### src/design/rgmii_nibble_tx.sv
////////////////////////////////////////////////////////////
// RGMII transmit nibble splitter
////////////////////////////////////////////////////////////
`timescale 1ns/1ps
`default_nettype none

module rgmii_nibble_tx (
	input  wire        tx_clk,
	input  wire        arst_n,
	input  wire  [7:0] tx_byte,
	input  wire        tx_en,
	output logic       byte_req,
	output logic [3:0] rgmii_txd,
	output logic       rgmii_tx_ctl
);

	logic       phase;
	logic [3:0] hi;

	always_ff @(posedge tx_clk or negedge arst_n) begin
		if (!arst_n) begin
			phase        <= 1'b0;
			hi           <= '0;
			byte_req     <= 1'b0;
			rgmii_txd    <= '0;
			rgmii_tx_ctl <= 1'b0;
		end else begin
			phase    <= !phase;
			byte_req <= 1'b0;
			if (!phase) begin
				// Low nibble first, ctl stays for both halves
				rgmii_txd    <= tx_byte[3:0];
				rgmii_tx_ctl <= tx_en;
				hi           <= tx_byte[7:4];
			end else begin
				rgmii_txd <= hi;
				// Framer updates on this pulse, sampled next even phase
				byte_req  <= 1'b1;
			end
		end
	end

endmodule

`default_nettype wire

### config.mk
export PLATFORM = sky130hd
export DESIGN_NAME = rgmii_nibble_tx
export DESIGN_NICKNAME = d
export VERILOG_FILES = /design/src/design/rgmii_nibble_tx.sv
export SDC_FILE = /design/constraint.sdc
export NUM_CORES = 1
export LEC_CHECK = 0
export BUFFER_PORTS_ARGS = -buffer_cell sky130_fd_sc_hd__buf_2
export CELL_PAD_IN_SITES_DETAIL_PLACEMENT = 0
export CELL_PAD_IN_SITES_GLOBAL_PLACEMENT = 1
export CORE_AREA = 10 10 47 49
export CTS_CLUSTER_DIAMETER = 80
export CTS_CLUSTER_SIZE = 30
export DETAILED_ROUTE_END_ITERATION = 8
export DIE_AREA = 0 0 57 59
export PLACE_DENSITY_LB_ADDON = 0.1
export SKIP_LAST_GASP = 1
export SYNTH_ARGS = -nofsm -noshare
export SYNTH_HDL_FRONTEND = slang
export SYNTH_SLANG_ARGS = --single-unit
### constraint.sdc
create_clock -name tx_clk -period 1.6 [get_ports tx_clk]
set_input_delay 0.48 -clock tx_clk [delete_from_list [all_inputs] [get_ports tx_clk]]
set_output_delay 0.48 -clock tx_clk [all_outputs]
set_load 0.03 [all_outputs]
---- Word level (Yosys, flattened, before mapping) ----
Cells that the tools add are included.
operators by class
  multiplexer cells ....................... 2
  reductions and logical operators ........ 1
operators with widths
  operator           count
  4-bit two-way mux  1
  1-bit zero test    1
  1-bit two-way mux  1
storage, ports and cells
  bits in registers ....................... 11
  output and inout port bits .............. 6
  word-level logic and storage cells ...... 8
  input port bits ......................... 11

---- Depth between registers and ports, before layout ----
  depth in word-level cells ............... 1
  mapped depth ............................ 2
  gate-level depth less buffers ........... 1

---- Worst setup path after synthesis ----
No wires, ideal clock.
  path type ............................... register to output
  start point ............................. register rgmii_tx_ctl
  end point ............................... output port rgmii_tx_ctl
  data required time ...................... 1.120 ns
  arrival ................................. 0.482 ns
  slack ................................... 0.638 ns
  stages on the path, launching flop included .. 1
  buffers on the path ..................... 0
  cell sequence ........................... dfrtp_1
RTL lines
  what                      RTL line  source
  start: declaration        14        output logic rgmii_tx_ctl
  start signal: assignment  33        rgmii_tx_ctl <= tx_en;
No word-level cell between the ends.

---- Worst setup path after layout ----
  start point ............................. register rgmii_tx_ctl
  end point ............................... output port rgmii_tx_ctl
No word-level cell between the ends.

==> flow_summary.toml <==
[outcome]
status = "completed"

[logic_synthesis]
synth.cell_area_um2 = 425
synthTopCellsByArea = "dfrtp_1, mux2_4, buf_6, inv_1"
synth_top_area_share_pct = 64.7
yosysMostFrequentCell = "dfrtp_1"
yosysUniqueCellTypes = 4
synth_top_area_cell = "dfrtp_1"
synth_edf_count = 0
syn_nets = 33
synth_common_cells = "dfrtp_1, mux2_4, buf_6, inv_1"
seq_area_frac_synth_pct = 64.7
synth_cells = 22
synth_seq_cells = 11
postSynth.asyncResetShare_pct = 100
yosys_most_used_dff = "dfrtp_1"
synth_warnings = 0
avgSynthCellArea_um2 = 19.3

[critical_path]
endpoint_kind = "primary output"
worstSetupPathType = "reg2out"
slowest_stage = "dfrtp_1"
rr_worst_depth = 1
regToRegEndpoint = "rgmii_tx_ctl$_DFFE_PN0N_"
path_delay_family = "flip-flops"
startpoint_type = "register"
crit_buf_inv = 1
path_cells = "buf_2"
rrSetupSlack_ns = 0.44
cp.required_ns = 1.12
critical_path.max_fanout = 2
worstReg2RegStart = "phase$_DFF_PN0_"
worst-endpoint-arrival_ns = 0.81
max_stage_delay_ns = 0.38

[routing]
vias_per_cell = 4.16
post-route-drc-count = 0
wire_per_inst_um = 13.1
antenna_left = 0
vias = 237
drt_wl_total_um = 749
drt_iter0_drc = 0
drtPass1Iterations = 1

[grt]
grtUsageMet1_pct = 5.60
grt_overflow = 0
antenna_found_initial = 0
grt_use_met2_pct = 7.91
grt_pass1_wl_mm = 1.42
grt_pass1_vias = 303
busiest_layer = "met2"
grt_max_degree = 12
met3_usage_pct = 3.22
track_usage_pct = 5.41

[final_layout]
antenna_cells = 0
final_area_um2 = 541
area_growth_syn_to_layout_pct = 27.1
fillers = 143
post-route-util_pct = 38.6
fin_cells = 57
drive_gt1_share_pct = 68.3
nets = 53

[placed_design]
placed_area_um2 = 514
dpl_worst_slack_ns = 0.444
io_buffer_count = 16
place_congestion = 0.679
dp.cells = 53

[power]
power_density_nw_per_um2 = 973
p_leak_nw = 0.306
power_uw = 526
ir_worst_vdd_uv = 371

[clocking]
cts.sink_count = 11
clock_latency_ns = 0.25
cts_setup_buffers = 0
holdBufCountCts = 0
cts_tree = "done"
cts.path.max_buffers = 2
clockRootBuffer = "clkbuf_4"
ctsResizeCount = 0
cts.clk_slew.worst_paths_ns = 0.06
htree_levels = 1
cts_buffers = 3

[timing]
worstMarginPinSlew_ns = 0.559
hold_viol = 0
timing.final.crit_share_pct = 80.7
rsz0062_at_grt = "no"
slew_headroom_pct = 62.8
hold_ws_ns = 0.0789
slew_violations = 0
layout_min_cycle_time_ns = 1.29
worst_slack_ns = 0.308
max_freq_ghz = 0.774
skew_ns = 0.000246
tns_ns = 0
setup_violations = 0

[die]
core_area_um2 = 1400
rows = 14
die-area_um2 = 3360
fp.dieH_um = 59
chipWidth_um = 57
initial_core_util_pct = 30.4
ios = 17

[flow_run]
maxCapViolCount = 0

[worst_hold_path]
hp-class = "in2async"
-- routing by layer --
layer	vias to the layer above	part of all wire, %
met5	-	0
met4	0	0
met3	0	13
met2	12	47
met1	111	41
li1	114	-
-- final cells by class --
class / instances / area (um2) / area share [%]
Clock buffer: 4 / 26.3 / 4.86
Inverter: 1 / 3.75 / 0.694
Multi-Input combinational cell: 9 / 135 / 25.0
Sequential cell: 11 / 275 / 50.9
Tap cell: 16 / 20.0 / 3.70
Timing Repair Buffer: 16 / 80.1 / 14.8
-- worst max path at each step --
stage | cells past startpoint | slack (ns) | start | end
floorplan | 0 | 0.64 | rgmii_tx_ctl$_DFFE_PN0N_ | rgmii_tx_ctl
global placement | 1 | 0.48 | phase$_DFF_PN0_ | rgmii_txd[2]$_DFF_PN0_
detailed placement | 1 | 0.44 | phase$_DFF_PN0_ | hi[3]$_DFFE_PN0N_
CTS | 1 | 0.29 | rgmii_tx_ctl$_DFFE_PN0N_ | rgmii_tx_ctl
global route | 1 | 0.27 | rgmii_tx_ctl$_DFFE_PN0N_ | rgmii_tx_ctl
finish | 1 | 0.31 | rgmii_tx_ctl$_DFFE_PN0N_ | rgmii_tx_ctl
-- logic make-up (layout without fill, tap and decap cells) --
group / Yosys count / in the layout / share of synthesized area (%)
flip-flops: 11 / 11 / 64.7
multiplexers: 9 / 9 / 31.8
buffers and inverters: 2 / 21 / 3.53
-- registers in the layout, indices dropped and copies added (netlist names) --
register,count
hi,4
rgmii_txd,4
byte_req,1
phase,1
rgmii_tx_ctl,1
-- cell usage in the layout, fill, tap and decap left out --
cell type	n
clkbuf_4	3
clkbuf_1	1
dfrtp_1	11
buf_2	16
mux2_4	9
inv_1	1
-- report_power, final --
part	internal, mW	switching (mW)	leakage, nW
registers	0.289	0.00451	0.129
clock network	0.0961	0.0815	0.0150
logic	0.0277	0.0266	0.162
No activity file was read; power rests on OpenSTA's default activity.
