## src/include/marble_eth_params.svh

```systemverilog
////////////////////////////////////////////////////////////
// Ethernet echo sizes and limits
////////////////////////////////////////////////////////////
`ifndef MARBLE_ETH_PARAMS_SVH
`define MARBLE_ETH_PARAMS_SVH

// Echo buffer address width, one frame of up to 2048 bytes
`define BUF_AW 11

// Shortest accepted frame, counted after SFD and before FCS
`define MIN_FRAME_BYTES 60

// Count of 55 bytes ahead of the D5 SFD
`define PREAMBLE_BYTES 7

// Idle bytes between transmitted frames
`define IFG_BYTES 12

`endif
```

## src/design/eth_types_pkg.sv

```systemverilog
////////////////////////////////////////////////////////////
// Ethernet byte stream types and CRC
////////////////////////////////////////////////////////////
`default_nettype none
`include "marble_eth_params.svh"

package eth_types_pkg;

	// One received byte with its strobe
	typedef struct packed {
		logic [7:0] data;
		logic       dv;
	} gmii_beat_t;

	// Frame byte with framing marks
	typedef struct packed {
		logic [7:0] data;
		logic       valid;
		logic       sof;
		logic       eof;
	} frame_beat_t;

	// End of frame verdict, length excludes the FCS
	typedef struct packed {
		logic             valid;
		logic             good;
		logic [`BUF_AW:0] len;
	} frame_status_t;

	// Reflected CRC-32, one byte, LSB first
	function automatic logic [31:0] crc32_step(input logic [31:0] crc, input logic [7:0] data);
		logic [31:0] c;
		c = crc;
		for (int i = 0; i < 8; i++) begin
			c = (c[0] ^ data[i]) ? ((c >> 1) ^ 32'hedb8_8320) : (c >> 1);
		end
		return c;
	endfunction

endpackage

`default_nettype wire

```

## src/design/rgmii_nibble_rx.sv

```systemverilog
////////////////////////////////////////////////////////////
// RGMII receive nibble joiner
////////////////////////////////////////////////////////////
`timescale 1ns/1ps
`default_nettype none

module rgmii_nibble_rx (
	input  wire                       tx_clk,
	input  wire                       arst_n,
	input  wire [3:0]                 rgmii_rxd,
	input  wire                       rgmii_rx_ctl,
	output eth_types_pkg::gmii_beat_t rx_beat
);

	logic       ctl_d;
	logic       phase;
	logic [3:0] lo;
	logic       take_lo;

	// Low nibble on the rise of ctl or on an even phase
	assign take_lo = rgmii_rx_ctl && (!ctl_d || !phase);

	// Held low nibble
	always_ff @(posedge tx_clk) begin
		if (take_lo)
			lo <= rgmii_rxd;
	end

	always_ff @(posedge tx_clk or negedge arst_n) begin
		if (!arst_n) begin
			ctl_d   <= 1'b0;
			phase   <= 1'b0;
			rx_beat <= '0;
		end else begin
			ctl_d      <= rgmii_rx_ctl;
			rx_beat.dv <= 1'b0;
			if (take_lo) begin
				phase <= 1'b1;
			end else if (rgmii_rx_ctl) begin
				// Second nibble completes the byte, strobe next cycle
				rx_beat.data <= {rgmii_rxd, lo};
				rx_beat.dv   <= 1'b1;
				phase        <= 1'b0;
			end else begin
				phase <= 1'b0;
			end
		end
	end

endmodule

`default_nettype wire

```

## config.mk

```make
export PLATFORM = sky130hd
export DESIGN_NAME = rgmii_nibble_rx
export DESIGN_NICKNAME = d
export VERILOG_FILES = /design/src/design/eth_types_pkg.sv /design/src/design/rgmii_nibble_rx.sv
export VERILOG_INCLUDE_DIRS = /design/src /design/src/include
export SDC_FILE = /design/constraint.sdc
export NUM_CORES = 1
export LEC_CHECK = 0
export ABC_CLOCK_PERIOD_IN_PS = 1550
export BUFFER_PORTS_ARGS = -buffer_cell sky130_fd_sc_hd__buf_2
export CORE_AREA = 2 2 39 41
export DETAILED_ROUTE_END_ITERATION = 10
export DIE_AREA = 0 0 41 43
export GPL_ROUTABILITY_DRIVEN = 0
export GPL_TIMING_DRIVEN = 0
export PLACE_DENSITY_LB_ADDON = 0.05
export SYNTH_ARGS = -nofsm -noshare
export SYNTH_HDL_FRONTEND = slang
export SYNTH_SLANG_ARGS = --single-unit
```

## constraint.sdc

```tcl
create_clock -name tx_clk -period 1.55 [get_ports tx_clk]
set_clock_uncertainty 0.15 [all_clocks]
set_input_delay 0.2325 -clock tx_clk [delete_from_list [all_inputs] [get_ports tx_clk]]
set_output_delay 0.2325 -clock tx_clk [all_outputs]
set_load 0.02 [all_outputs]
```

Word level (Yosys, flattened, before mapping). Index checks and enable logic that the tools add are counted.

Bitwise operators: 1. Reductions and logical operators: 5. Multiplexer cells: 3.

Operators with widths (number): 2-to-1 mux 1 bit (3); zero test 1 bit (2); AND reduction 2 bit (1); logical AND 1 bit (1); logical OR 1 bit (1); inverter 1 bit (1).

Flip-flop bits (word level): 15. Input port bits: 7. Output and inout bits: 9. Logic and storage cells: 14.

Depth between registers and ports, before layout.
Depth after elaboration: 5. Depth in mapped cells: 2. Depth with buffers taken out: 2.

Worst setup path after synthesis. OpenSTA, ideal clock, no wires.

Path type: register -> register. Start: register ctl_d. End: register lo[0] (enable). Period minus slack after synthesis: 1.343 ns. Setup time: 0.373 ns. Arrival time: 0.820 ns. Slack: 0.207 ns. Path buffers: 0. Required time: 1.027 ns. Cell stages (with the launch flop): 2. Cells stage by stage: dfrtp_1 -> a21boi_0.

Longest elaborated chain between the ends: 3.

Ends and longest elaborated chain: start, declared (RTL line rgmii_nibble_rx.sv:15) `logic ctl_d;`; start signal, assigned (RTL line rgmii_nibble_rx.sv:35) `ctl_d <= rgmii_rx_ctl;`; zero test 1 bit (RTL line rgmii_nibble_rx.sv:21) `assign take_lo = rgmii_rx_ctl && (!ctl_d || !phase);`; logical OR 1 bit (RTL line rgmii_nibble_rx.sv:21); logical AND 1 bit (RTL line rgmii_nibble_rx.sv:21); net take_lo (RTL line rgmii_nibble_rx.sv:18) `logic take_lo;`; end signal, assigned (RTL line rgmii_nibble_rx.sv:26) `lo <= rgmii_rxd;`; end, declared (RTL line rgmii_nibble_rx.sv:17) `logic [3:0] lo;`.

The timed path passes the listed nets, and every way through them passes these cells. A chain may end at the register's enable or synchronous reset.

Final worst setup path.
Start: register ctl_d. End: register lo[1] (enable).

Same word-level chain as after synthesis.

==> impl_metrics.env <==
export IMPL_status="completed"
export IMPL_yosys_area_top_type_share=0.535
export IMPL_drive_gt1_frac=0.549
export IMPL_hold_path_class="primary input to flop"
export IMPL_synthDistinctLibCells=6
export IMPL_powerDensity_mw_per_mm2=1270
export IMPL_start_util=0.372
export IMPL_setup_violations=0
export IMPL_maxCapViolCount=0
export IMPL_layout_commonest_cell="buf_2"
export IMPL_cts_root_buffer_cell="clkbuf_4"
export IMPL_numCtsBuffers=3
export IMPL_cts_tree="done"
export IMPL_grt_pass1_wl_um=1270
export IMPL_rsz0062_at_grt="no"
export IMPL_drt_initial_drc_count=5
export IMPL_synth_compound_area_share=0.0146
export IMPL_die_width_um=41
export IMPL_slew_headroom=0.690
export IMPL_fmax_mhz=753
export IMPL_ys_seq_area_frac=0.769
export IMPL_clk_latency_ns=0.28
export IMPL_drc_errors=0
export IMPL_post_synth_and_or_nand_nor_area_fraction=0.0341
export IMPL_dr_pass1_iters=2
export IMPL_synth_nets=33
export IMPL_netlist_instances=26
export IMPL_synthMuxAreaShare=0.175
export IMPL_clk_pin_slew_ns=0.09
export IMPL_power_leakage_uw=0.000325
export IMPL_chipHeight_um=43
export IMPL_grt_pass1_vias=324
export IMPL_antenna_found_initial=0
export IMPL_wl_per_cell_um=12.4
export IMPL_placementRows=14
export IMPL_arrival_ns=1.10
export IMPL_critPathKind="flop to flop"
export IMPL_synth_seq_cells=15
export IMPL_postPlaceCellArea_um2=609
export IMPL_finalCritPeriodShare=0.857
export IMPL_synth_area_per_cell_um2=19.8
export IMPL_core_area_mm2=0.00138
export IMPL_path_buf_inv=0
export IMPL_port_buffers=15
export IMPL_ys_warn_count=0
export IMPL_post_place_ws_ns=0.0342
export IMPL_synth_top_family_by_area="multiplexers"
export IMPL_synth_largest_area_cell="dfrtp_1"
export IMPL_period_minus_slack_ns=1.33
export IMPL_endpoint_kind="flop"
export IMPL_cp_max_fo=5
export IMPL_drv_slew=0
export IMPL_antenna_cells=0
export IMPL_slowest_stage="dfrtp_1"
export IMPL_worst_hold_slack_ns=0.133
export IMPL_overflow=0
export IMPL_cp_top_family="flip-flops"
export IMPL_slowest_delay_ns=0.42
export IMPL_viasPerCell=4.57
export IMPL_track_usage=0.113
export IMPL_clockBufferDepth=2
export IMPL_vias=306
export IMPL_syn2layout_area_growth_pct=35.5
export IMPL_boundaryPins=16
export IMPL_fill_cells=131
export IMPL_wl_um=834
export IMPL_max_vdd_ir_drop_uv=601
export IMPL_htreeDepth=1
export IMPL_tns_ns=0
export IMPL_final_cell_mix="15 x buf_2, 11 x dfrtp_1, 8 x mux2_2"
export IMPL_required_ns=1.32
export IMPL_ant_nets=0
export IMPL_fin_util=0.504
export IMPL_setup_slack_ns=0.222
export IMPL_tightest_slew_ns=0.464
export IMPL_synth_xor_area_frac=0
export IMPL_clock_sinks=15
export IMPL_crit_path_start_kind="flop"
export IMPL_final_hold_viol_count=0
export IMPL_crit_chain="a21boi_1"
export IMPL_synth_area_leaders="dfrtp_1 54%, edfxtp_1 23%, mux2_2 18%"
export IMPL_rrSetupSlack_ns=0.22
export IMPL_design_area_um2=697
export IMPL_cts_setup_buffers=0
export IMPL_dieArea_mm2=0.00176
export IMPL_final_nets=59
export IMPL_netlist_area_um2=514
export IMPL_grt_start_max_net_pins=12
export IMPL_synth_fa_ha_area_frac=0
final timing paths:
check	from	endpoint	cells past startpoint
worst max-delay path	ctl_d	lo[1]	1
worst min-delay path	rgmii_rx_ctl	rx_beat[0]	3
min in group asynchronous	arst_n	rx_beat[2]	2
worst max register to register	ctl_d	lo[1]	1
max in group asynchronous	arst_n	rx_beat[6]	2
worst min register to register	lo[1]	rx_beat[2]	1
routing by layer:
| metal | wire length [µm] | track usage |
|---|---|---|
| met5 | 0 | 0 |
| met4 | 0 | 0.0600 |
| met3 | 51 | 0.0314 |
| met2 | 476 | 0.191 |
| met1 | 306 | 0.117 |
repair_timing:
item / CTS / global route
hold buffers: 6 / 0
endpoints found under the hold margin: 16 / 0
endpoints found under the setup margin: 0 / 4
resized for setup: 0 / 1
flip-flops by register name, indices dropped and copies added, names as in the netlist:
| signal | count |
|---|---|
| ctl_d | 1 |
| lo | 4 |
| phase | 1 |
| rx_beat | 9 |
layout make-up:
cell class | instances | area (µm²) | share of cell area
timing repair buffer | 21 | 135 | 0.194
sequential | 15 | 395 | 0.567
tap | 16 | 20.0 | 0.0287
multi-input combinational | 10 | 115 | 0.165
clock buffer | 3 | 22.5 | 0.0323
inverter | 1 | 3.75 | 0.00539
clock inverter | 1 | 5.00 | 0.00718
cell usage after synthesis, drive strengths merged:
master,n
dfrtp,11
mux2,8
edfxtp,4
a21boi,1
inv,1
nand3,1
cell families (layout without fill, tap and decap cells):
logic type,Yosys count,in the layout
AOI/OAI and AO/OA,1,1
buffers and inverters,1,26
DFF,15,15
muxes,8,8
and+or+nand+nor,1,1
where the power goes:
part           total (µW)  internal [µW]  switching [µW]
Sequential            487            462            24.7
Clock                 211           95.5             116
Combinational         189           82.9             106
Total                 887            641             246
stage by stage:
step	instances	total power, µW
final	67	887
after global routing	67	939
after floorplan	26	601
after detailed placement	57	676
after global placement	57	665
after CTS	67	900
(Power assumes the default switching activity.)
