==> src/include/marble_eth_params.svh <==
////////////////////////////////////////////////////////////
// Ethernet echo sizes and limits
////////////////////////////////////////////////////////////
`ifndef MARBLE_ETH_PARAMS_SVH
`define MARBLE_ETH_PARAMS_SVH

// Echo buffer address width, one frame of up to 2048 bytes
`define BUF_AW 11

// Shortest accepted frame, counted after SFD and before FCS
`define MIN_FRAME_BYTES 60

// Count of 55 bytes ahead of the D5 SFD
`define PREAMBLE_BYTES 7

// Idle bytes between transmitted frames
`define IFG_BYTES 12

`endif
==> src/design/eth_ctrl_pkg.sv <==
////////////////////////////////////////////////////////////
// Ethernet echo FSM states
////////////////////////////////////////////////////////////
`default_nettype none

package eth_ctrl_pkg;

	// Receive checker
	typedef enum logic [1:0] {
		RX_IDLE,
		RX_PREAMBLE,
		RX_DATA,
		RX_DRAIN
	} rx_state_e;

	// Echo buffer
	typedef enum logic [1:0] {
		EB_FILL,
		EB_REPLAY,
		EB_HOLD
	} echo_state_e;

	// Transmit framer
	typedef enum logic [2:0] {
		TX_IDLE,
		TX_PREAMBLE,
		TX_SFD,
		TX_PAYLOAD,
		TX_FCS,
		TX_GAP
	} tx_state_e;

endpackage

`default_nettype wire

==> src/design/eth_types_pkg.sv <==
////////////////////////////////////////////////////////////
// Ethernet byte stream types and CRC
////////////////////////////////////////////////////////////
`default_nettype none
`include "marble_eth_params.svh"

package eth_types_pkg;

	// One received byte with its strobe
	typedef struct packed {
		logic [7:0] data;
		logic       dv;
	} gmii_beat_t;

	// Frame byte with framing marks
	typedef struct packed {
		logic [7:0] data;
		logic       valid;
		logic       sof;
		logic       eof;
	} frame_beat_t;

	// End of frame verdict, length excludes the FCS
	typedef struct packed {
		logic             valid;
		logic             good;
		logic [`BUF_AW:0] len;
	} frame_status_t;

	// Reflected CRC-32, one byte, LSB first
	function automatic logic [31:0] crc32_step(input logic [31:0] crc, input logic [7:0] data);
		logic [31:0] c;
		c = crc;
		for (int i = 0; i < 8; i++) begin
			c = (c[0] ^ data[i]) ? ((c >> 1) ^ 32'hedb8_8320) : (c >> 1);
		end
		return c;
	endfunction

endpackage

`default_nettype wire

==> src/design/frame_rx_check.sv <==
////////////////////////////////////////////////////////////
// Receive framing, FCS strip and CRC check
////////////////////////////////////////////////////////////
`timescale 1ns/1ps
`default_nettype none
`include "marble_eth_params.svh"

module frame_rx_check (
	input  wire                          tx_clk,
	input  wire                          arst_n,
	input  wire eth_types_pkg::gmii_beat_t rx_beat,
	output eth_types_pkg::frame_beat_t   frame,
	output eth_types_pkg::frame_status_t status
);
	import eth_types_pkg::*;
	import eth_ctrl_pkg::*;

	// CRC register after a clean frame plus its FCS
	localparam logic [31:0] CRC_RESIDUE = 32'hdebb_20e3;

	rx_state_e        state;
	logic [2:0]       pre_cnt;
	logic             quiet;
	logic             frame_end;
	logic [3:0][7:0]  dly;
	logic [2:0]       fill;
	logic [7:0]       held;
	logic             held_v;
	logic             held_sof;
	logic             first;
	logic [31:0]      crc;
	logic [`BUF_AW:0] len;

	// Bytes come every second cycle, two quiet cycles end the frame
	assign frame_end = !rx_beat.dv && quiet;

	// Four byte delay line, the last four bytes are the FCS
	always_ff @(posedge tx_clk) begin
		if (rx_beat.dv)
			dly <= {dly[2:0], rx_beat.data};
	end

	always_ff @(posedge tx_clk or negedge arst_n) begin
		if (!arst_n) begin
			state    <= RX_IDLE;
			pre_cnt  <= '0;
			quiet    <= 1'b1;
			fill     <= '0;
			held     <= '0;
			held_v   <= 1'b0;
			held_sof <= 1'b0;
			first    <= 1'b0;
			crc      <= '1;
			len      <= '0;
			frame    <= '0;
			status   <= '0;
		end else begin
			quiet  <= !rx_beat.dv;
			frame  <= '0;
			status <= '0;
			case (state)
			RX_IDLE: if (rx_beat.dv) begin
				pre_cnt <= 3'd1;
				state   <= (rx_beat.data == 8'h55) ? RX_PREAMBLE : RX_DRAIN;
			end
			RX_PREAMBLE: if (frame_end) begin
				state <= RX_IDLE;
			end else if (rx_beat.dv) begin
				if (rx_beat.data == 8'h55) begin
					// Saturate, longer preambles still lock
					if (pre_cnt != 3'(`PREAMBLE_BYTES))
						pre_cnt <= pre_cnt + 3'd1;
				end else if (rx_beat.data == 8'hd5 && pre_cnt == 3'(`PREAMBLE_BYTES)) begin
					state  <= RX_DATA;
					crc    <= '1;
					fill   <= '0;
					len    <= '0;
					held_v <= 1'b0;
					first  <= 1'b1;
				end else begin
					state <= RX_DRAIN;
				end
			end
			RX_DATA: if (frame_end) begin
				// Last held byte goes out with the verdict
				frame.data   <= held;
				frame.valid  <= held_v;
				frame.sof    <= held_sof;
				frame.eof    <= held_v;
				status.valid <= 1'b1;
				status.good  <= (crc == CRC_RESIDUE) &&
					(len >= (`BUF_AW+1)'(`MIN_FRAME_BYTES));
				status.len   <= len;
				state        <= RX_IDLE;
			end else if (rx_beat.dv) begin
				crc <= crc32_step(crc, rx_beat.data);
				if (fill != 3'd4) begin
					fill <= fill + 3'd1;
				end else begin
					// Release the previous byte, keep one back for eof
					frame.data  <= held;
					frame.valid <= held_v;
					frame.sof   <= held_sof;
					held        <= dly[3];
					held_v      <= 1'b1;
					held_sof    <= first;
					first       <= 1'b0;
					if (len != '1)
						len <= len + 1'b1;
				end
			end
			// Not a frame, wait for the line to go quiet
			RX_DRAIN: if (frame_end)
				state <= RX_IDLE;
			default: state <= RX_IDLE;
			endcase
		end
	end

endmodule

`default_nettype wire

==> config.mk <==
export PLATFORM = sky130hd
export DESIGN_NAME = frame_rx_check
export DESIGN_NICKNAME = d
export VERILOG_FILES = /design/src/design/eth_ctrl_pkg.sv /design/src/design/eth_types_pkg.sv /design/src/design/frame_rx_check.sv
export VERILOG_INCLUDE_DIRS = /design/src /design/src/include
export SDC_FILE = /design/constraint.sdc
export NUM_CORES = 1
export LEC_CHECK = 0
export BUFFER_PORTS_ARGS = -buffer_cell sky130_fd_sc_hd__buf_2
export CORE_MARGIN = 10
export CORE_UTILIZATION = 31
export DETAILED_ROUTE_END_ITERATION = 16
export PLACE_DENSITY_LB_ADDON = 0.08
export SLEW_MARGIN = 10
export SYNTH_ARGS = -nofsm -noshare
export SYNTH_HDL_FRONTEND = slang
export SYNTH_SLANG_ARGS = --single-unit
==> constraint.sdc <==
create_clock -name tx_clk -period 2.72 [get_ports tx_clk]
set_clock_uncertainty 0.05 [all_clocks]
set_input_delay 0.136 -clock tx_clk [delete_from_list [all_inputs] [get_ports tx_clk]]
set_output_delay 0.136 -clock tx_clk [all_outputs]
set_load 0.03 [all_outputs]
# == Word-level counts from Yosys, hierarchy flattened ==
# Cells that the tools add are included.
# W data, S select, Z words.
# word_totals
register_bits,121
in_bits,11
output_inout_bits,25
wordCells,152
# classes
add_sub_neg,3
magnitude_cmp,1
eq_ne,25
n_mux,69
bitwise,18
reduce_logical,15
# op_table
op,n
$mux W32,14
$not A13 Y14,8
$mux W12,8
$pmux W32 S2,1
$mux W3,12
$eq A32 B32 Y1 const B,1
$mux W10,3
$mux W14,2
$ne A2 B2 Y1 const B,12
$pmux W12 S2,1
$mux W1,16
$reduce_and A8 Y1,2
$add A12 B1 Y12 const B,1
$ge A12 B6 Y1 const B,1
$mux W2,6
$ne A12 B12 Y1 const B,1
$ne A3 B3 Y1 const B,4
$pmux W3 S2,2
$mux W11,1
$reduce_and A9 Y1,1
$eq A8 B7 Y1 const B,1
$eq A8 B8 Y1 const B,1
$reduce_and A4 Y1,2
$xor A1 B1 Y1,8
15 further kinds,22

# == Logic depth before layout (Yosys ltp) ==
# logic_depth
ltp_word,19
ltp_mapped,8
ltp_nobuf,7

# == Worst setup path before layout ==
# OpenSTA, ideal clock, no wires.
# synth_path
kind,register to register
from,register pre_cnt[0]
to,register len[10]
setup_time_ns,0.128
t_arrival_ns,2.180
t_required_ns,2.542
slack_ns,0.362
stages_incl_launch_ff,9
path_buffers,1
period_less_slack_ns,2.358
path_cell_list,dfrtp_1 -> ha_1 -> ha_1 -> nand4b_1 -> o32a_4 -> or3_1 -> buf_6 -> nor4_1 -> mux2_1
# synth_between
elab_chain_cells,4
# synth_lines
element,line,text
start: declaration,frame_rx_check.sv:22,logic [2:0] pre_cnt;
start signal: assignment,frame_rx_check.sv:72,pre_cnt <= pre_cnt + 3'd1;
$eq A3 B3 Y1,frame_rx_check.sv:73,end else if (rx_beat.data == 8'hd5 && pre_cnt == 3'(`PREAMBLE_BYTES)) begin
$logic_and A1 B1 Y1,frame_rx_check.sv:73,
$ne A2 B2 Y1 (no source line),-,
$reduce_and A9 Y1 (no source line),-,
end signal: assignment,frame_rx_check.sv:109,len <= len + 1'b1;
end: declaration,frame_rx_check.sv:32,logic [`BUF_AW:0] len;
# No other way between the ends.
# A chain may end at the register's enable or synchronous reset.

# == Worst setup path in the final report ==
# layout_path
from,register pre_cnt[1]
to,register len[11]
# The elaborated chain is that of the path after synthesis.

==> flow_metrics.tcl <==
set metrics [dict create \
    diodes 0 \
    power_density_mw_per_mm2 1350 \
    finalHoldViolations 0 \
    antenna_found_initial 0 \
    finalSetupViolations 0 \
    critical-path-top-delay-family "simple AND/OR/NAND/NOR gates" \
    die_h_um 152 \
    synth.most_common_cell "dfrtp_1" \
    synth_area_leader_cell "dfrtp_1" \
    cellInternalPower_mw 5.97 \
    required_ps 3010 \
    cpMostUsedCell "ha_1" \
    pwr-share-clk 0.259 \
    synthAdderAreaFrac 0.0138 \
    syn_to_final_growth_pct 23.9 \
    vias 3403 \
    cp_num_buf_inv 0 \
    h-tree-depth 4 \
    yosysWarnings 0 \
    synthXorXnorAreaFrac 0.146 \
    rsz0062_at_grt "false" \
    postRouteAntennaNets 0 \
    portBuffers 35 \
    cts_sinks 121 \
    die-area_mm2 0.0232 \
    synthCells 417 \
    path_max_fanout 7 \
    dp_hpwl_um 8330 \
    wl_met3_um 487 \
    slowest_stage "or4_1" \
    hold_path_class "input pin to async pin" \
    grt_max_degree 36 \
    grt_pass1_vias 3617 \
    seqPwrFrac 0.325 \
    critPathKind "register to register" \
    yosysSeqAreaShare 0.595 \
    cp_slowest_stage_delay_ps 510 \
    clock.fmax_mhz 398 \
    synth_top_family_by_area "XOR/XNOR gates" \
    dr.max_layer_used "met4" \
    maxSlewViolCount 0 \
    layout_min_cycle_time_ps 2510 \
    slew_headroom 0.629 \
    synthMuxAreaShare 0.0228 \
    ys.flop_type "dfrtp_1" \
    max_cap_viol_count 0 \
    tightest_slew_ps 553 \
    synth_area_mm2 0.00543 \
    post_drt_via_cell_ratio 4.66 \
    grt_use_total 0.109 \
    dr_wl_met2_um 6050 \
    grt_pass1_wl_um 20100 \
    synth_area_leaders "dfrtp_1 (26%), edfxtp_1 (18%), dfstp_2 (16%)" \
    swShare 0.343 \
    gp_congestion 0.771 \
    clockBufferDepth 2 \
    clock_latency_ps 420 \
    cts_made_buffers 17 \
    dr.pass1.iters 4 \
    crit_chain "ha_1, ha_1, nand4b_1, o32a_4, or3_4, or4_1, a21oi_1" \
    route.detailed.drc 0 \
    syn-num-nets 434 \
    post_cts_buffers 0 \
    drtIter0Drc 223 \
    synth_edf_count 32 \
    leakage_nw 2.81 \
    fp.dieW_um 152 \
    fin_crit_sh 0.924 \
    cp_data_arrival_time_ps 2800 \
    ioPinCount 36 \
    num_rows 48 \
    wire_per_inst_um 16.3 \
    cts_root_buffer "clkbuf_16" \
    synthSimpleGateAreaFrac 0.136 \
    synth_top_area_frac 0.258 \
    fin_tns_setup_ps 0 \
    path_clk_slew_ps 60 \
    drt-total-wl_um 11900 \
    cts_tree "yes" \
    core-area_mm2 0.0172 \
    ys_seq_elements 121 \
    peakVddDrop_mv 0.777 \
    avgSynthCellArea_um2 13.0 \
    synth-compound-area-share 0.0673 \
    status "finished clean" \
    synthArstFlopShare 0.736 \
    pwr-share-comb 0.417 \
    p_sw_mw 3.11 \
    end_kind "register" \
    hold_slack_ps 154 \
    wl_met1_um 5200 \
    synthDistinctLibCells 53 \
    grt-ovfl-total 0 \
    layout.nets 509 \
    worst_setup_path_start_kind "register" \
    drive_above_1_share 0.289 \
    initial_core_util 0.315 \
    synth_commonest_cells "dfrtp_1 (56), xnor2_1 (47), nor2_1 (40)" \
]
==> state kept, by name, summed over array words and instances, names as in the netlist <==
signal and count:
first 1, state 2, frame 11, len 12
held_v 1, held_sof 1, dly 32, crc 32
quiet 1, pre_cnt 3, held 8, fill 3
status 14
==> cell usage in the layout (no fill, tap or decap), drive strengths merged, types with 4 or more instances in the layout <==
master	netlist	routed
dfrtp	56	56
nand2	15	15
o22a	7	7
nand4	4	4
buf	8	59
and3	13	13
nor3	4	4
xnor2	50	50
ha	6	6
nor2	40	40
and2	10	10
xor2	19	19
nand3	8	8
o21ai	6	6
dfstp	33	33
dlygate4sd3	0	10
xnor3	6	6
inv	5	12
a22o	5	5
nor4	12	12
clkbuf	5	18
mux2	11	11
edfxtp	32	32
or4	4	4
a21oi	29	29
==> metrics by stage <==
stage	power, mW	cell area [um^2]	worst slack (ps)	utilization	std cells
2_1_floorplan	5.76	5430	362	-	417
6_report	9.08	6720	207	0.390	730
3_5_place_dp	6.80	6000	202	0.348	688
3_3_place_gp	6.79	6000	231	0.348	688
5_1_grt	9.70	6720	70.6	0.390	730
4_1_cts	9.23	6720	165	0.390	730
==> final cells by class <==
type	instances	area (um^2)
sequential	121	3230
fill	1649	10500
clock buffer	18	429
timing repair buffer	69	470
clock inverter	14	188
inverter	5	18.8
tap	225	282
multi-input combinational	278	2110
==> what timing repair did <==
item / 4_1_cts / 5_1_grt
endpoints found under the setup margin: 0 / 1
endpoints found under the hold margin: 71 / 0
resized for setup: 0 / 1
hold buffers: 10 / 0
==> final timing paths <==
kind,start,slack [ps],cells after the start,endpoint
min,arst_n,150,2,frame[7]
max reg2reg,pre_cnt[1],210,7,len[11]
min reg2reg,dly[19],360,0,dly[27]
max,pre_cnt[1],210,7,len[11]
min in group tx_clk,dly[19],360,0,dly[27]
max in group asynchronous,arst_n,1660,3,crc[24]
==> power groups by stage <==
stage	sequential (mW)	combinational [mW]	clock (mW)
after CTS	2.95	3.85	2.42
after global placement	2.97	3.81	0
final	2.95	3.78	2.35
after detailed placement	2.98	3.82	0
after global routing	3.02	4.17	2.51
after floorplan	2.91	2.85	0
==> metal layers <==
metal / vias to the layer above / global-route usage
li1: 1636 / -
met1: 1689 / 0.131
met2: 63 / 0.178
met3: 15 / 0.0353
met4: 0 / 0.0413
met5: - / 0
==> logic make-up (layout without fill, tap and decap cells) <==
group / count (synthesis) / after routing
and+or+nand+nor: 130 / 130
AOI/OAI and AO/OA: 56 / 56
muxes: 11 / 11
adders and majority gates: 6 / 6
DFF: 121 / 121
buffers and inverters: 18 / 106
xor gates and xnor gates: 75 / 75
(Power assumes the default switching activity.)
