$ cat src/include/marble_eth_params.svh
////////////////////////////////////////////////////////////
// Ethernet echo sizes and limits
////////////////////////////////////////////////////////////
`ifndef MARBLE_ETH_PARAMS_SVH
`define MARBLE_ETH_PARAMS_SVH

// Echo buffer address width, one frame of up to 2048 bytes
`define BUF_AW 11

// Shortest accepted frame, counted after SFD and before FCS
`define MIN_FRAME_BYTES 60

// Count of 55 bytes ahead of the D5 SFD
`define PREAMBLE_BYTES 7

// Idle bytes between transmitted frames
`define IFG_BYTES 12

`endif
$ cat src/design/eth_ctrl_pkg.sv
////////////////////////////////////////////////////////////
// Ethernet echo FSM states
////////////////////////////////////////////////////////////
`default_nettype none

package eth_ctrl_pkg;

	// Receive checker
	typedef enum logic [1:0] {
		RX_IDLE,
		RX_PREAMBLE,
		RX_DATA,
		RX_DRAIN
	} rx_state_e;

	// Echo buffer
	typedef enum logic [1:0] {
		EB_FILL,
		EB_REPLAY,
		EB_HOLD
	} echo_state_e;

	// Transmit framer
	typedef enum logic [2:0] {
		TX_IDLE,
		TX_PREAMBLE,
		TX_SFD,
		TX_PAYLOAD,
		TX_FCS,
		TX_GAP
	} tx_state_e;

endpackage

`default_nettype wire

$ cat src/design/eth_types_pkg.sv
////////////////////////////////////////////////////////////
// Ethernet byte stream types and CRC
////////////////////////////////////////////////////////////
`default_nettype none
`include "marble_eth_params.svh"

package eth_types_pkg;

	// One received byte with its strobe
	typedef struct packed {
		logic [7:0] data;
		logic       dv;
	} gmii_beat_t;

	// Frame byte with framing marks
	typedef struct packed {
		logic [7:0] data;
		logic       valid;
		logic       sof;
		logic       eof;
	} frame_beat_t;

	// End of frame verdict, length excludes the FCS
	typedef struct packed {
		logic             valid;
		logic             good;
		logic [`BUF_AW:0] len;
	} frame_status_t;

	// Reflected CRC-32, one byte, LSB first
	function automatic logic [31:0] crc32_step(input logic [31:0] crc, input logic [7:0] data);
		logic [31:0] c;
		c = crc;
		for (int i = 0; i < 8; i++) begin
			c = (c[0] ^ data[i]) ? ((c >> 1) ^ 32'hedb8_8320) : (c >> 1);
		end
		return c;
	endfunction

endpackage

`default_nettype wire

$ cat src/design/frame_tx_gen.sv
////////////////////////////////////////////////////////////
// Transmit framer with fresh FCS
////////////////////////////////////////////////////////////
`timescale 1ns/1ps
`default_nettype none
`include "marble_eth_params.svh"

module frame_tx_gen (
	input  wire                          tx_clk,
	input  wire                          arst_n,
	input  wire                          frame_ready,
	input  wire eth_types_pkg::frame_beat_t payload,
	output logic                         payload_req,
	input  wire                          byte_req,
	output logic [7:0]                   tx_byte,
	output logic                         tx_en
);
	import eth_types_pkg::*;
	import eth_ctrl_pkg::*;

	tx_state_e   state;
	logic [3:0]  cnt;
	logic [31:0] crc;
	logic [7:0]  nxt;
	logic        nxt_eof;
	logic        last_eof;

	// Fetch one byte ahead, the answer is latched before the next request
	assign payload_req = byte_req && (
		(state == TX_PREAMBLE && cnt == 4'(`PREAMBLE_BYTES)) ||
		((state == TX_SFD || state == TX_PAYLOAD) && !last_eof && !nxt_eof));

	// Prefetched payload byte
	always_ff @(posedge tx_clk or negedge arst_n) begin
		if (!arst_n) begin
			nxt     <= '0;
			nxt_eof <= 1'b0;
		end else if (payload.valid) begin
			nxt     <= payload.data;
			nxt_eof <= payload.eof;
		end
	end

	always_ff @(posedge tx_clk or negedge arst_n) begin
		if (!arst_n) begin
			state    <= TX_IDLE;
			cnt      <= '0;
			crc      <= '1;
			last_eof <= 1'b0;
			tx_byte  <= '0;
			tx_en    <= 1'b0;
		end else if (byte_req) begin
			case (state)
			TX_IDLE: if (frame_ready) begin
				tx_byte <= 8'h55;
				tx_en   <= 1'b1;
				cnt     <= 4'd1;
				crc     <= '1;
				state   <= TX_PREAMBLE;
			end
			TX_PREAMBLE: if (cnt == 4'(`PREAMBLE_BYTES)) begin
				tx_byte  <= 8'hd5;
				last_eof <= 1'b0;
				state    <= TX_SFD;
			end else begin
				tx_byte <= 8'h55;
				cnt     <= cnt + 4'd1;
			end
			// SFD on the line behaves as a payload byte not yet at eof
			TX_SFD, TX_PAYLOAD: if (last_eof) begin
				// FCS goes out inverted, low byte first
				tx_byte <= ~crc[7:0];
				crc     <= {8'h00, crc[31:8]};
				cnt     <= 4'd1;
				state   <= TX_FCS;
			end else begin
				tx_byte  <= nxt;
				crc      <= crc32_step(crc, nxt);
				last_eof <= nxt_eof;
				state    <= TX_PAYLOAD;
			end
			TX_FCS: if (cnt == 4'd4) begin
				tx_en <= 1'b0;
				cnt   <= 4'd1;
				state <= TX_GAP;
			end else begin
				tx_byte <= ~crc[7:0];
				crc     <= {8'h00, crc[31:8]};
				cnt     <= cnt + 4'd1;
			end
			// Idle bytes, the exit byte counts as the last one
			TX_GAP: if (cnt == 4'(`IFG_BYTES - 1))
				state <= TX_IDLE;
			else
				cnt <= cnt + 4'd1;
			default: state <= TX_IDLE;
			endcase
		end
	end

endmodule

`default_nettype wire

$ cat config.mk
export PLATFORM = sky130hd
export DESIGN_NAME = frame_tx_gen
export DESIGN_NICKNAME = d
export VERILOG_FILES = /design/src/design/eth_ctrl_pkg.sv /design/src/design/eth_types_pkg.sv /design/src/design/frame_tx_gen.sv
export VERILOG_INCLUDE_DIRS = /design/src /design/src/include
export SDC_FILE = /design/constraint.sdc
export NUM_CORES = 1
export LEC_CHECK = 0
export ABC_AREA = 1
export BUFFER_PORTS_ARGS = -buffer_cell sky130_fd_sc_hd__buf_2
export CAP_MARGIN = 20
export CORE_ASPECT_RATIO = 1.2
export CORE_MARGIN = 1.5
export CORE_UTILIZATION = 54
export DETAILED_ROUTE_END_ITERATION = 6
export GPL_ROUTABILITY_DRIVEN = 0
export PLACE_DENSITY = 0.77
export REMOVE_ABC_BUFFERS = 1
export SYNTH_ARGS = -nofsm -noshare
export SYNTH_HDL_FRONTEND = slang
export SYNTH_SLANG_ARGS = --single-unit
$ cat constraint.sdc
create_clock -name tx_clk -period 2.3 [get_ports tx_clk]
set_input_delay 0.115 -clock tx_clk [delete_from_list [all_inputs] [get_ports tx_clk]]
set_output_delay 0.115 -clock tx_clk [all_outputs]
set_load 0.02 [all_outputs]
After elaboration in Yosys (flattened, before gate mapping)
Cells that the tools add are included.
W data, S select, Z words.
{"block": "classes", "n_addsub": 1, "eq_ne": 16, "n_mux": 35, "n_bitwise": 17, "reduce_logical": 21}
{"operator": "$mux W32", "count": 11}
{"operator": "$not A13 Y14", "count": 8}
{"operator": "$pmux W32 S3", "count": 1}
{"operator": "$mux W8", "count": 4}
{"operator": "$pmux W8 S4", "count": 1}
{"operator": "$mux W4", "count": 5}
{"operator": "$pmux W4 S5", "count": 1}
{"operator": "$mux W3", "count": 5}
{"operator": "$pmux W3 S5", "count": 1}
{"operator": "$ne A2 B2 Y1 const B", "count": 7}
{"operator": "$reduce_and A4 Y1", "count": 3}
{"operator": "$eq A4 B3 Y1 const B", "count": 2}
{"operator": "$not A8 Y8", "count": 1}
{"operator": "$xor A1 B1 Y1", "count": 8}
{"operator": "$eq A3 B2 Y1 const B", "count": 2}
{"operator": "$eq A3 B3 Y1 const B", "count": 2}
{"operator": "$reduce_and A6 Y1", "count": 1}
{"operator": "$reduce_and A5 Y1", "count": 1}
{"operator": "$reduce_bool A5 Y1", "count": 1}
{"operator": "$add A4 B1 Y4 const B", "count": 1}
{"operator": "$eq A4 B4 Y1 const B", "count": 1}
{"operator": "$logic_and A1 B1 Y1", "count": 4}
{"operator": "$mux W1", "count": 4}
{"operator": "$pmux W1 S2", "count": 2}
{"operator": "10 further kinds", "count": 13}
{"block": "word_totals", "regBits": 58, "output_inout_bits": 10}

Longest topological paths before layout
{"block": "logic_depth", "depth_word": 18, "depth_mapped": 14, "mapped_depth_nobuf": 14}

Least setup slack after synthesis
Ideal clock, no wire load.
{"block": "synth_path", "path_kind": "reg2out", "startpoint": "register state[2]", "endpoint": "output payload_req", "arrival_ns": 1.536, "required_ns": 2.185, "setup_slack_ns": 0.649, "stages_incl_launch_ff": 8, "n_path_buf": 2, "path_cell_list": "dfrtp_1 -> nor2_2 -> inv_1 -> nor2_1 -> buf_2 -> buf_2 -> a21oi_1 -> nor2_1"}
{"block": "synth_via", "elab_chain_cells": 6, "elab_cells_between_ends": 9, "classes_between": "3 x eq/ne; 6 x reduce/logical"}
{"item": "start, declared", "line_no": "frame_tx_gen.sv:21", "text": "tx_state_e state;"}
{"item": "start signal, assigned", "line_no": "frame_tx_gen.sv:46", "text": "state <= TX_IDLE;"}
{"item": "start signal, assigned", "line_no": "frame_tx_gen.sv:59", "text": "state <= TX_PREAMBLE;"}
{"item": "start signal, assigned", "line_no": "frame_tx_gen.sv:64", "text": "state <= TX_SFD;"}
{"item": "$eq A3 B2 Y1", "line_no": "frame_tx_gen.sv:31", "text": "((state == TX_SFD || state == TX_PAYLOAD) && !last_eof && !nxt_eof));"}
{"item": "$logic_or A1 B1 Y1", "line_no": "frame_tx_gen.sv:31"}
{"item": "$logic_and A1 B1 Y1 (2 in series)", "line_no": "frame_tx_gen.sv:31"}
{"item": "$logic_or A1 B1 Y1 (*)", "line_no": "frame_tx_gen.sv:30", "text": "(state == TX_PREAMBLE && cnt == 4'(`PREAMBLE_BYTES)) ||"}
{"item": "$logic_and A1 B1 Y1 (*)", "line_no": "frame_tx_gen.sv:29", "text": "assign payload_req = byte_req && ("}
{"item": "end, declared", "line_no": "frame_tx_gen.sv:13", "text": "output logic payload_req,"}
Every way passes the cells marked *; elsewhere a longest branch is shown, timed or not.

Worst setup path after layout
{"block": "layout_path", "startpoint": "register state[0]", "endpoint": "output payload_req"}
Same word-level chain as after synthesis.

==> results.txt <==
Outcome: complete, no violations
Critical path depth: 7
Part of the power in combinational logic: 52.4%
Synth area leader: dfstp_2
Die area: 7683 µm²
Total CTS buffers: 9
Yosys cell types: 36
Die height: 95.72 µm
Worst Hold Launch: payload[2]
Vias/cell: 5.579
CP max stage cell: dfrtp_1
Critical Path AT: 1.91 ns
Number of global-route vias before repair: 3718
Nets: 630
Worst Path Class, Setup: reg -> out
CP dominant cell by count: nor2_1
CP Launch Type: flip-flop
Postcts setup bufs: 0
Slew @ Worst Pin: 0.6373 ns
Worst-path clk slew: 0.07 ns
Net switching power: 2837 µW
Worst Path Required: 2.18 ns
DR pass1 iterations: 7
Main synth FF type: dfstp_2
Post-Layout Cell Count: 705
H-tree depth: 3
Final number of hold-violating endpoints: 0
Slew HR: 57.51%
Final Skew: 0.007981 ns
Initial drt markers: 463
Cells after Synth: 571
Kind of cell adding the most delay to the critical path: simple AND/OR/NAND/NOR gates
TritonCTS clock tree: built
Share of the yosys chip area belonging to registers: 38.55%
Ports: 25
VDD IR max: 0.6910 mV
Hold Path Class: in -> reg
Num rows: 33
Share of power burned in registers: 31.0%
Dpl cells: 678
Post-synth EDFFs: 0
IO Port Bufs: 23
PD cells: 1327 nW/µm²
Area contributors post-synth: dfstp_2 22%, nand2_1 19%, dfrtp_1 17%
CP Capture Type: primary output
Grt ovf: 0
Maximum fanout along the worst path: 5
Total power: 5867 µW
Worst-case clock buffer depth: 2
Final WS setup: 0.2757 ns
DP HPWL: 7489 µm
Leak Pwr: 0.002237 µW
Max Slew Vio Count: 0
Final min period: 2.024 ns
Internal power: 3030 µW
Crit path to: payload_req
Die width: 80.27 µm
Share of cells above drive strength 1: 18.28%
Worst Reg2Reg Path Length in Cells: 11
Total of fill cells in the finished design: 604
Tcrit/Tclk final: 88.01%
RR Endpoint: crc[5]
Post-Route WL: 10510 µm
Crit path launch: state[0]
End-of-flow core utilization: 64.11%
Crit-path max cell delay: 0.39 ns
Number of remaining DRC errors: 0
Vias: 3933
Core Region: 6895 µm²
Initial Util: 56.11%
RR Startpoint: cnt[0]
Total GRT Usage: 30.43%
Most frequent cells after synthesis: 198 x nand2_1, 58 x inv_1, 51 x nor2_1
CP cell instances: inv_1 > nor2_1 > nand2_1 > nor2_1 > a21oi_1 > nor2_1 > buf_2
Largest net degree at the start of global routing: 33
Count leader, synth: nand2_1
Top cell type's share of synthesized area: 21.73%
Final antenna-violating net count: 0
Layout Area Growth over Synthesis: 14.26%
Final setup viols: 0
First-pass GRT wire length: 17630 µm
Max Cap Viol: 0
Ys async rst share: 100.0%
Cell area after synthesis: 3869 µm²
Clock latency on the worst-skew pair: 0.35 ns
Switch share: 48.35%
CP bufs+invs: 2
Post-CTS Resized: 0
RSZ-0062 raised after global routing: false
# diodes: 0
Initial antenna violation count: 0
CTS root buffer: clkbuf_8
DR WL/cell: 14.91 µm
Max Clock Freq: 494.0 MHz
Num Clock Sinks: 58
Reg2reg setup slack: 0.31 ns
Avg Cell Area, Syn: 6.775 µm²
Ys Warns: 0
Clock share of power: 16.6%
Seq cells post-synth: 58
Worst setup slack after placement: 0.3682 ns
Setup_tns: 0 ns
## worst min path at each step
stage,cells after the start,to,slack [ns]
after detailed placement,1,nxt[4],0.17
after floorplan,0,cnt[0],-0.18
after global placement,1,nxt[4],0.17
after CTS,3,nxt[0],0.15
final,3,nxt[0],0.16
after global routing,3,nxt[7],0.20
## power by group through the flow
stage / sequential [µW] / combinational (µW) / clock, µW
4_1_cts: 1810 / 3010 / 987
2_1_floorplan: 1810 / 2160 / 0
5_1_grt: 1870 / 3430 / 1020
3_3_place_gp: 1810 / 2880 / 0
3_5_place_dp: 1820 / 2990 / 0
6_report: 1820 / 3070 / 974
## cell families after synthesis
| group | synth area share, % |
|---|---|
| AO/OA/AOI/OAI | 14.75 |
| XOR/XNOR | 3.170 |
| adder cells (fa/ha/maj) | 0.6467 |
| buffers and inverters | 8.862 |
| flip-flops | 38.55 |
| AND/OR/NAND/NOR | 34.02 |
## routing by layer
layer	global-route usage, %	vias to the layer above	wire length [µm]
met2	51.61	181	5047
met1	36.24	1785	4263
li1	-	1917	-
met3	6.161	50	726
met5	0	-	0
met4	16.09	0	471
## flip-flops by register name, summed over array words and instances, names as in the netlist
name      cells
last_eof      1
crc          32
nxt_eof       1
tx_en         1
tx_byte       8
state         3
nxt           8
cnt           4
## what timing repair did
item,CTS,global route
endpoints found under the hold margin,22,0
setup endpoints to repair,0,0
hold buffers,11,0
## placed cells by master, fill, tap and decap left out, types with 2 or more instances in the layout
cell type,count
xor2_1,9
a32oi_1,4
dfstp_2,32
dfrtp_1,26
nand2_2,6
nor2_1,50
nand3_1,41
nor3_1,3
inv_2,13
a22oi_1,7
nor2_2,8
clkbuf_8,10
inv_1,58
dlygate4sd3_1,11
a221oi_1,3
o22ai_1,5
o211ai_1,2
ha_1,2
buf_2,23
buf_4,9
xnor2_1,5
a21oi_1,32
o21ai_0,33
nand2_1,198
o21ai_1,7
clkinvlp_4,3
a31oi_1,4
## worst register-to-register path: stages, from the launching register on
cell and delay (ns):
dfrtp_1 0.38, inv_1 0.07, ha_1 0.19, nand3_1 0.14, nor2_2 0.09, nor2_2 0.13
nand2_4 0.15, nor2_4 0.19, buf_4 0.20, o21ai_1 0.07, nor2_1 0.22, a21oi_1 0.07
## layout make-up
cell class,instances,area [µm²],share of cell area (%)
Clock buffer,10,137.6,3.114
Clock inverter,6,66.31,1.500
Inverter,71,266.5,6.029
Multi-Input combinational cell,429,2037,46.08
Sequential cell,58,1491,33.74
Tap cell,87,108.9,2.462
Timing Repair Buffer,44,312.8,7.076
## through the flow
stage          area, µm²  hold WS (ns)
2_1_floorplan       3792       -0.1806
3_3_place_gp        4106        0.1666
3_5_place_dp        4106        0.1726
4_1_cts             4420        0.1539
5_1_grt             4420        0.1968
6_report            4420        0.1616
Note: power is estimated with default switching activity, not from simulation.
